$ cat src/common/opn_cfg_pkg.sv
// Clock divider defaults, timer sizes, sample and DAC types for the opn_dac core

package opn_cfg_pkg;

    // Prescaler defaults
    localparam int CEN_DIV_DEF    = 6;   // Clocks per internal clock enable
    localparam int TICK_SLOTS_DEF = 24;  // Clock enables per sample tick

    // CPU bus busy window after a data write, in clocks
    localparam int BUSY_CYCLES_DEF = 32;

    // Timer B only advances once every 16 sample ticks
    localparam int TMRB_SUBDIV = 16;

    // Audio widths
    localparam int SAMPLE_W  = 16;
    localparam int DAC_W     = 8;
    localparam int DAC_SHIFT = 6;        // Centered DAC code to sample scaling

    // Timer widths
    localparam int TMRA_W = 10;
    localparam int TMRB_W = 8;

    typedef logic signed [SAMPLE_W-1:0] sample_t;  // Signed output sample
    typedef logic        [DAC_W-1:0]    dac_t;     // Offset binary DAC code

    typedef logic [TMRA_W-1:0] tmra_t;
    typedef logic [TMRB_W-1:0] tmrb_t;

endpackage

$ cat src/common/opn_reg_pkg.sv
// Register addresses, timer control bits, DAC and pan bits, status bit positions

package opn_reg_pkg;

    // Register map, single bank
    localparam logic [7:0] REG_TMRA_HI  = 8'h24;  // Timer A bits 9..2
    localparam logic [7:0] REG_TMRA_LO  = 8'h25;  // Timer A bits 1..0
    localparam logic [7:0] REG_TMRB     = 8'h26;
    localparam logic [7:0] REG_TMR_CTL  = 8'h27;
    localparam logic [7:0] REG_DAC_DATA = 8'h2A;
    localparam logic [7:0] REG_DAC_EN   = 8'h2B;
    localparam logic [7:0] REG_PAN_CH6  = 8'hB6;

    // Timer control byte
    localparam int CTL_LOAD_A_BIT   = 0;
    localparam int CTL_LOAD_B_BIT   = 1;
    localparam int CTL_FLAGEN_A_BIT = 2;
    localparam int CTL_FLAGEN_B_BIT = 3;
    localparam int CTL_CLR_A_BIT    = 4;
    localparam int CTL_CLR_B_BIT    = 5;

    // DAC enable in REG_DAC_EN
    localparam int DAC_EN_BIT = 7;

    // Channel 6 panning in REG_PAN_CH6
    localparam int PAN_L_BIT = 7;
    localparam int PAN_R_BIT = 6;

    // Status byte read on the data port
    localparam int STAT_BUSY_BIT  = 7;
    localparam int STAT_FLAGB_BIT = 1;
    localparam int STAT_FLAGA_BIT = 0;

endpackage

$ cat src/rtl/opn_clk_div.sv
// Two stage prescaler for the internal clock enable and the sample tick

`timescale 1ns/1ps

module opn_clk_div #(
    parameter int CEN_DIV    = opn_cfg_pkg::CEN_DIV_DEF,
    parameter int TICK_SLOTS = opn_cfg_pkg::TICK_SLOTS_DEF
) (
    input  logic clk,
    input  logic reset,
    output logic clk_en,
    output logic tick
);

    localparam int CEN_W  = (CEN_DIV > 1) ? $clog2(CEN_DIV) : 1;
    localparam int SLOT_W = (TICK_SLOTS > 1) ? $clog2(TICK_SLOTS) : 1;

    logic [CEN_W-1:0]  cen_cnt;
    logic [SLOT_W-1:0] slot_cnt;    // Stands in for the operator slot counter
    logic              cen_last;
    logic              slot_last;

    assign cen_last  = (cen_cnt == CEN_W'(CEN_DIV - 1));
    assign slot_last = (slot_cnt == SLOT_W'(TICK_SLOTS - 1));

    always_ff @(posedge clk) begin
        if (reset) begin
            cen_cnt  <= '0;
            slot_cnt <= '0;
            clk_en   <= 1'b0;
            tick     <= 1'b0;
        end else begin
            cen_cnt <= cen_last ? '0 : cen_cnt + 1'b1;
            if (cen_last) begin
                slot_cnt <= slot_last ? '0 : slot_cnt + 1'b1;
            end
            clk_en <= cen_last;
            tick   <= cen_last && slot_last;  // Start of the sample period
        end
    end

endmodule

$ cat src/rtl/opn_mmr.sv
// CPU bus decode, register file, busy counter, status read and interrupt output

`timescale 1ns/1ps

module opn_mmr #(
    parameter int BUSY_CYCLES = opn_cfg_pkg::BUSY_CYCLES_DEF
) (
    input  logic                 clk,
    input  logic                 reset,
    input  logic                 cs_n,
    input  logic                 wr_n,
    input  logic                 rd_n,
    input  logic [1:0]           addr,    // Bit 1 selects the second bank, not present
    input  logic [7:0]           din,
    input  logic                 flag_a,
    input  logic                 flag_b,
    output logic [7:0]           dout,
    output logic                 irq_n,
    output opn_cfg_pkg::tmra_t   tmra_value,
    output opn_cfg_pkg::tmrb_t   tmrb_value,
    output logic                 load_a,
    output logic                 load_b,
    output logic                 flag_en_a,
    output logic                 flag_en_b,
    output logic                 clr_a,
    output logic                 clr_b,
    output opn_cfg_pkg::dac_t    dac_code,
    output logic                 dac_en,
    output logic                 pan_l,
    output logic                 pan_r
);

    import opn_reg_pkg::*;

    localparam int BUSY_W = $clog2(BUSY_CYCLES + 1);

    logic              write;
    logic              addr_wr;
    logic              data_wr;
    logic [7:0]        reg_addr;    // Latched by the address port
    logic [BUSY_W-1:0] busy_cnt;
    logic              busy;
    logic [7:0]        status;

    assign write   = !cs_n && !wr_n;
    assign addr_wr = write && !addr[0];
    assign data_wr = write && addr[0];

    always_ff @(posedge clk) begin
        if (reset) begin
            reg_addr <= '0;
        end else if (addr_wr) begin
            reg_addr <= din;
        end
    end

    // Register file, written on the data port
    always_ff @(posedge clk) begin
        if (reset) begin
            tmra_value <= '0;
            tmrb_value <= '0;
            load_a     <= 1'b0;
            load_b     <= 1'b0;
            flag_en_a  <= 1'b0;
            flag_en_b  <= 1'b0;
            clr_a      <= 1'b0;
            clr_b      <= 1'b0;
            dac_code   <= '0;
            dac_en     <= 1'b0;
            pan_l      <= 1'b0;
            pan_r      <= 1'b0;
        end else begin
            // Load and clear last one cycle
            load_a <= 1'b0;
            load_b <= 1'b0;
            clr_a  <= 1'b0;
            clr_b  <= 1'b0;
            if (data_wr) begin
                case (reg_addr)
                    REG_TMRA_HI:  tmra_value <= {din, tmra_value[1:0]};
                    REG_TMRA_LO:  tmra_value <= {tmra_value[9:2], din[1:0]};
                    REG_TMRB:     tmrb_value <= din;
                    REG_TMR_CTL: begin
                        load_a    <= din[CTL_LOAD_A_BIT];
                        load_b    <= din[CTL_LOAD_B_BIT];
                        flag_en_a <= din[CTL_FLAGEN_A_BIT];  // Held until next write
                        flag_en_b <= din[CTL_FLAGEN_B_BIT];
                        clr_a     <= din[CTL_CLR_A_BIT];
                        clr_b     <= din[CTL_CLR_B_BIT];
                    end
                    REG_DAC_DATA: dac_code <= din;
                    REG_DAC_EN:   dac_en   <= din[DAC_EN_BIT];
                    REG_PAN_CH6: begin
                        pan_l <= din[PAN_L_BIT];
                        pan_r <= din[PAN_R_BIT];
                    end
                    default: ;
                endcase
            end
        end
    end

    // Busy window restarts on every data write
    always_ff @(posedge clk) begin
        if (reset) begin
            busy_cnt <= '0;
        end else if (data_wr) begin
            busy_cnt <= BUSY_W'(BUSY_CYCLES);
        end else if (busy_cnt != '0) begin
            busy_cnt <= busy_cnt - 1'b1;
        end
    end

    assign busy = (busy_cnt != '0);

    always_comb begin
        status                 = '0;
        status[STAT_BUSY_BIT]  = busy;
        status[STAT_FLAGB_BIT] = flag_b;
        status[STAT_FLAGA_BIT] = flag_a;
    end

    assign dout  = (!cs_n && !rd_n) ? status : 8'h00;  // Idle bus reads as zero
    assign irq_n = !(flag_a || flag_b);

endmodule

$ cat src/timers/opn_timer.sv
// Reloadable up counting timer with sub divider and overflow flag

`timescale 1ns/1ps

module opn_timer #(
    parameter type cnt_t   = opn_cfg_pkg::tmrb_t,
    parameter int  SUB_DIV = 1
) (
    input  logic clk,
    input  logic reset,
    input  logic tick,
    input  logic load,
    input  cnt_t start,
    input  logic flag_en,
    input  logic clr,
    output logic flag
);

    localparam int SUB_W = (SUB_DIV > 1) ? $clog2(SUB_DIV) : 1;

    logic [SUB_W-1:0] sub_cnt;
    cnt_t             cnt;
    logic             advance;
    logic             wrap;

    // With SUB_DIV of 1 every tick advances
    assign advance = tick && (sub_cnt == SUB_W'(SUB_DIV - 1));
    assign wrap    = advance && (&cnt);

    always_ff @(posedge clk) begin
        if (reset) begin
            sub_cnt <= '0;
        end else if (load) begin
            sub_cnt <= '0;          // Full period after a load
        end else if (advance) begin
            sub_cnt <= '0;
        end else if (tick) begin
            sub_cnt <= sub_cnt + 1'b1;
        end
    end

    always_ff @(posedge clk) begin
        if (reset) begin
            cnt <= '0;
        end else if (load) begin
            cnt <= start;
        end else if (wrap) begin
            cnt <= start;           // Overflow reloads
        end else if (advance) begin
            cnt <= cnt_t'(cnt + 1'b1);
        end
    end

    // Clear wins over a set in the same cycle
    always_ff @(posedge clk) begin
        if (reset) begin
            flag <= 1'b0;
        end else if (clr) begin
            flag <= 1'b0;
        end else if (wrap && flag_en) begin
            flag <= 1'b1;
        end
    end

endmodule

$ cat src/rtl/opn_dac_mix.sv
// Channel 6 DAC conversion, left and right panning, output registers and sample strobe

`timescale 1ns/1ps

module opn_dac_mix (
    input  logic                 clk,
    input  logic                 reset,
    input  logic                 tick,
    input  opn_cfg_pkg::dac_t    dac_code,
    input  logic                 dac_en,
    input  logic                 pan_l,
    input  logic                 pan_r,
    output opn_cfg_pkg::sample_t snd_left,
    output opn_cfg_pkg::sample_t snd_right,
    output logic                 snd_sample
);

    import opn_cfg_pkg::*;

    logic signed [DAC_W-1:0] centered;
    sample_t                 dac_sample;
    sample_t                 gated;

    // Inverting the MSB gives code minus 128 in two's complement
    assign centered   = signed'({~dac_code[DAC_W-1], dac_code[DAC_W-2:0]});
    assign dac_sample = sample_t'(centered) <<< DAC_SHIFT;
    assign gated      = dac_en ? dac_sample : '0;

    always_ff @(posedge clk) begin
        if (reset) begin
            snd_left   <= '0;
            snd_right  <= '0;
            snd_sample <= 1'b0;
        end else begin
            if (tick) begin
                snd_left  <= pan_l ? gated : '0;
                snd_right <= pan_r ? gated : '0;
            end
            snd_sample <= tick;     // High while fresh values first show
        end
    end

endmodule

$ cat src/rtl/opn_top.sv
// Top level of the opn_dac core with prescaler, register block, two timers and DAC mixer

`timescale 1ns/1ps

module opn_top #(
    parameter int CEN_DIV     = opn_cfg_pkg::CEN_DIV_DEF,
    parameter int TICK_SLOTS  = opn_cfg_pkg::TICK_SLOTS_DEF,
    parameter int BUSY_CYCLES = opn_cfg_pkg::BUSY_CYCLES_DEF
) (
    input  logic                 clk,
    input  logic                 reset,
    input  logic                 cs_n,
    input  logic                 wr_n,
    input  logic                 rd_n,
    input  logic [1:0]           addr,
    input  logic [7:0]           din,
    output logic [7:0]           dout,
    output logic                 irq_n,
    output opn_cfg_pkg::sample_t snd_left,
    output opn_cfg_pkg::sample_t snd_right,
    output logic                 snd_sample
);

    import opn_cfg_pkg::*;

    logic  tick;
    logic  flag_a, flag_b;
    tmra_t tmra_value;
    tmrb_t tmrb_value;
    logic  load_a, load_b;
    logic  flag_en_a, flag_en_b;
    logic  clr_a, clr_b;
    dac_t  dac_code;
    logic  dac_en;
    logic  pan_l, pan_r;

    // Clock enable only feeds the tick here
    opn_clk_div #(
        .CEN_DIV    (CEN_DIV),
        .TICK_SLOTS (TICK_SLOTS)
    ) u_clk_div (
        .clk    (clk),
        .reset  (reset),
        .clk_en (),
        .tick   (tick)
    );

    opn_mmr #(
        .BUSY_CYCLES (BUSY_CYCLES)
    ) u_mmr (
        .clk        (clk),
        .reset      (reset),
        .cs_n       (cs_n),
        .wr_n       (wr_n),
        .rd_n       (rd_n),
        .addr       (addr),
        .din        (din),
        .flag_a     (flag_a),
        .flag_b     (flag_b),
        .dout       (dout),
        .irq_n      (irq_n),
        .tmra_value (tmra_value),
        .tmrb_value (tmrb_value),
        .load_a     (load_a),
        .load_b     (load_b),
        .flag_en_a  (flag_en_a),
        .flag_en_b  (flag_en_b),
        .clr_a      (clr_a),
        .clr_b      (clr_b),
        .dac_code   (dac_code),
        .dac_en     (dac_en),
        .pan_l      (pan_l),
        .pan_r      (pan_r)
    );

    opn_timer #(
        .cnt_t   (tmra_t),
        .SUB_DIV (1)
    ) u_timer_a (
        .clk     (clk),
        .reset   (reset),
        .tick    (tick),
        .load    (load_a),
        .start   (tmra_value),
        .flag_en (flag_en_a),
        .clr     (clr_a),
        .flag    (flag_a)
    );

    opn_timer #(
        .cnt_t   (tmrb_t),
        .SUB_DIV (TMRB_SUBDIV)
    ) u_timer_b (
        .clk     (clk),
        .reset   (reset),
        .tick    (tick),
        .load    (load_b),
        .start   (tmrb_value),
        .flag_en (flag_en_b),
        .clr     (clr_b),
        .flag    (flag_b)
    );

    opn_dac_mix u_dac_mix (
        .clk        (clk),
        .reset      (reset),
        .tick       (tick),
        .dac_code   (dac_code),
        .dac_en     (dac_en),
        .pan_l      (pan_l),
        .pan_r      (pan_r),
        .snd_left   (snd_left),
        .snd_right  (snd_right),
        .snd_sample (snd_sample)
    );

endmodule

$ cat config.mk
export PLATFORM = sky130hd
export DESIGN_NAME = opn_top
export DESIGN_NICKNAME = d
export VERILOG_FILES = /design/src/common/opn_cfg_pkg.sv /design/src/common/opn_reg_pkg.sv /design/src/rtl/opn_clk_div.sv /design/src/rtl/opn_mmr.sv /design/src/timers/opn_timer.sv /design/src/rtl/opn_dac_mix.sv /design/src/rtl/opn_top.sv
export SDC_FILE = /design/constraint.sdc
export NUM_CORES = 1
export LEC_CHECK = 0
export ABC_AREA = 1
export BUFFER_PORTS_ARGS = -buffer_cell sky130_fd_sc_hd__buf_4
export CAP_MARGIN = 5
export CORE_AREA = 5 5 97 99
export CTS_CLUSTER_DIAMETER = 80
export CTS_CLUSTER_SIZE = 25
export DETAILED_ROUTE_END_ITERATION = 10
export DIE_AREA = 0 0 102 104
export PLACE_DENSITY = 0.83
export SETUP_SLACK_MARGIN = 0.05
export SLEW_MARGIN = 20
export SYNTH_ARGS = -nofsm -noshare
export SYNTH_HDL_FRONTEND = slang
export SYNTH_HIERARCHICAL = 1
export SYNTH_SLANG_ARGS = --single-unit
$ cat constraint.sdc
create_clock -name clk -period 2.06 [get_ports clk]
set_input_delay 0.103 -clock clk [delete_from_list [all_inputs] [get_ports clk]]
set_output_delay 0.103 -clock clk [all_outputs]
set_load 0.05 [all_outputs]
==> impl_results.md <==
- Gate power share: between 10% and 20%
- H-tree depth: 3
- Detailed Route Iter0 Violations: around 230
- Outcome: finished, final reports clean
- Die area: around 0.011 sq mm
- Metal1 wirelength: about 4.4 mm
- Arrival time at the worst endpoint: 1560 ps
- Most used cell, CP: inv_1
- CP Capture Type: output pin
- Final instance area: between 0.005 and 0.006 sq mm
- Met2 wire length: between 5 and 6 mm
- Wire per inst: about 12 um
- Final Setup Violations: 0
- Tot GR Track Use: approximately a fifth
- Synthesized area: slightly above 0.005 sq mm
- Critical-path maximum fanout: 7
- Leak Pwr: approximately 2.6 nW
- Antenna violations before repair: 0
- IR drop worst, VDD: approximately 0.00059 V
- Clock power frac: between 30% and 40%
- Clk slew on worst S/H paths: about 100 ps
- Fin crit share: about four fifths
- Setup slack after layout: slightly below 400 ps
- FF/Latch Area: approximately 0.002 sq mm
- Clock skew: 10.87 ps
- Multi-input logic area: 0.002486 sq mm
- Slew headroom: roughly two fifths
- Worst-path cell chain: inv_1 -> ha_1 -> nand3_1 -> nand2_1 -> inv_1 -> buf_4
- Overflow after GRT: 0
- Hold crit path type: in2reg
- Vias per cell: a little over 5
- Setup TNS Final: 0 ps
- Top Layer Used: met4
- Largest net degree at the start of global routing: 35
- Number of synthesis warnings: 6
- Most frequent cells in the layout: nor2_1 (131), nand2_1 (130), inv_1 (100), dfxtp_1 (100), nand3_1 (75)
- Syn-to-layout area delta: 9.342%
- Critical path class: reg2out
- CTS Buf Count: 9
- # nets final: between 700 and 800
- Max-Cap Viols: 0
- Clock Sink Count: 100
- Commonest non-fill, non-tap cell in the layout: nor2_1
- Critical Path Max Stage Delay: approximately 360 ps
- Sequential Power Share: 51.9%
- Fillers: ~740
- Dpl hpwl: between 7 and 8 mm
- P_int: roughly 0.0028 W
- Psw: 0.001076 W
- Clk_lat worst skew: approximately 370 ps
- Worst path slowest cell: dfxtp_1
- Drt drc: 0
- Crit path buffers/inverters: 3
- TritonCTS clock tree: yes
- ANT nets after route: 0
- PortBufs: 38
- Die Width: 102 um
- Top Ports: 57
- Clock Tree Root: clkbuf_8
- Standard-cell rows: 34
- ANT cells: 0
- Sw frac: between 20% and 30%
- Hold_ws: roughly 29 ps
- Met3 Routed Length: 510 um
- Vias in the first global route: between 4000 and 5000
- Final core occ: between 60% and 70%
- PwrDens: approximately 700 mW/mm^2
- Slew @ Worst Pin: around 900 ps
- Max Fclk: approximately 0.60 GHz
- Routed wire length: between 10 and 15 mm
- First-pass GRT wire length: ~18 mm
- Pre-CTS setup slack: around 510 ps
- Top Family by Delay on Critical Path: flip-flops
- Post CTS Setup Buffer Count: 0
- DP Area: about 0.0054 sq mm
- 1st-pass router iterations: 5
- CTS Buffer Depth: 2
- Worst EP required: 1960 ps
- RSZ-0062 raised after global routing: false
- Min Tclk post-route: ~1700 ps
- GPL Wtd Cong: ~0.87
- Core ar.: about 0.0085 sq mm
- Slew Limit Fails: 0
- Vias: about 4500
- Final hold vios: 0
- Syn Inst Count: 737
- Syn_area_per_cell: about 7 sq um
- Die Ht: 104 um
- Share of post-route cells with drive strength above 1: 15.39%
- Initial Util: just over 60%
- Crit start category: register
==> layer usage <==
layer	global-route usage (%)	vias to the layer above
met5	0	-
met4	9.372	0
met3	4.091	25
met2	35.52	116
met1	23.42	2030
li1	-	2308
==> final cells by class <==
class	instances	share of cell area (%)
clock buffer	9	2.214
clock inverter	7	1.879
inverter	109	7.314
multi-input combinational	504	44.44
sequential	100	35.79
tap	108	2.416
timing repair buffer	44	5.949
==> timing repair <==
action,CTS,global route
hold buffers,1,0
gates resized for setup,0,0
endpoints found under the hold margin,1,0
==> worst min-delay path: cells and delay by family <==
family / cells / cell delay [ps]
simple gates: 1 / 70
buf+inv: 1 / 120
compound gates: 1 / 60
==> stage by stage <==
stage	cells	power, W
2_1_floorplan	752	0.002453
3_3_place_gp	864	0.002509
3_5_place_dp	864	0.002534
4_1_cts	881	0.003956
5_1_grt	881	0.004090
6_report	881	0.003913
==> final timing paths <==
kind                     startpoint                  end  slack, ps  cells past startpoint
hold reg to reg         u_mmr/clr_b       u_timer_b/flag        400                      1
setup reg to reg  u_mmr/reg_addr[5]    u_mmr/dac_code[1]        470                      7
hold / removal               din[3]  u_mmr/tmra_value[5]         30                      3
setup / recovery  u_mmr/busy_cnt[0]              dout[7]        400                      6
==> registers in the layout, indices dropped and copies added (netlist names), 6 cells and up <==
| register | cells |
|---|---|
| u_mmr/busy_cnt | 6 |
| u_mmr/tmra_value | 10 |
| u_mmr/dac_code | 8 |
| u_timer_b/cnt | 8 |
| u_timer_a/cnt | 10 |
| u_dac_mix/snd_left | 8 |
| u_dac_mix/snd_right | 8 |
| u_mmr/reg_addr | 8 |
| u_mmr/tmrb_value | 8 |
==> power groups by stage <==
stage	registers (W)	logic, W	clock network [W]
2_1_floorplan	0.00206	0.000388	0
3_3_place_gp	0.00207	0.000438	0
3_5_place_dp	0.00208	0.000457	0
4_1_cts	0.00203	0.000460	0.00146
5_1_grt	0.00204	0.000520	0.00153
6_report	0.00203	0.000461	0.00142
Power figures use the tool's default switching activity.
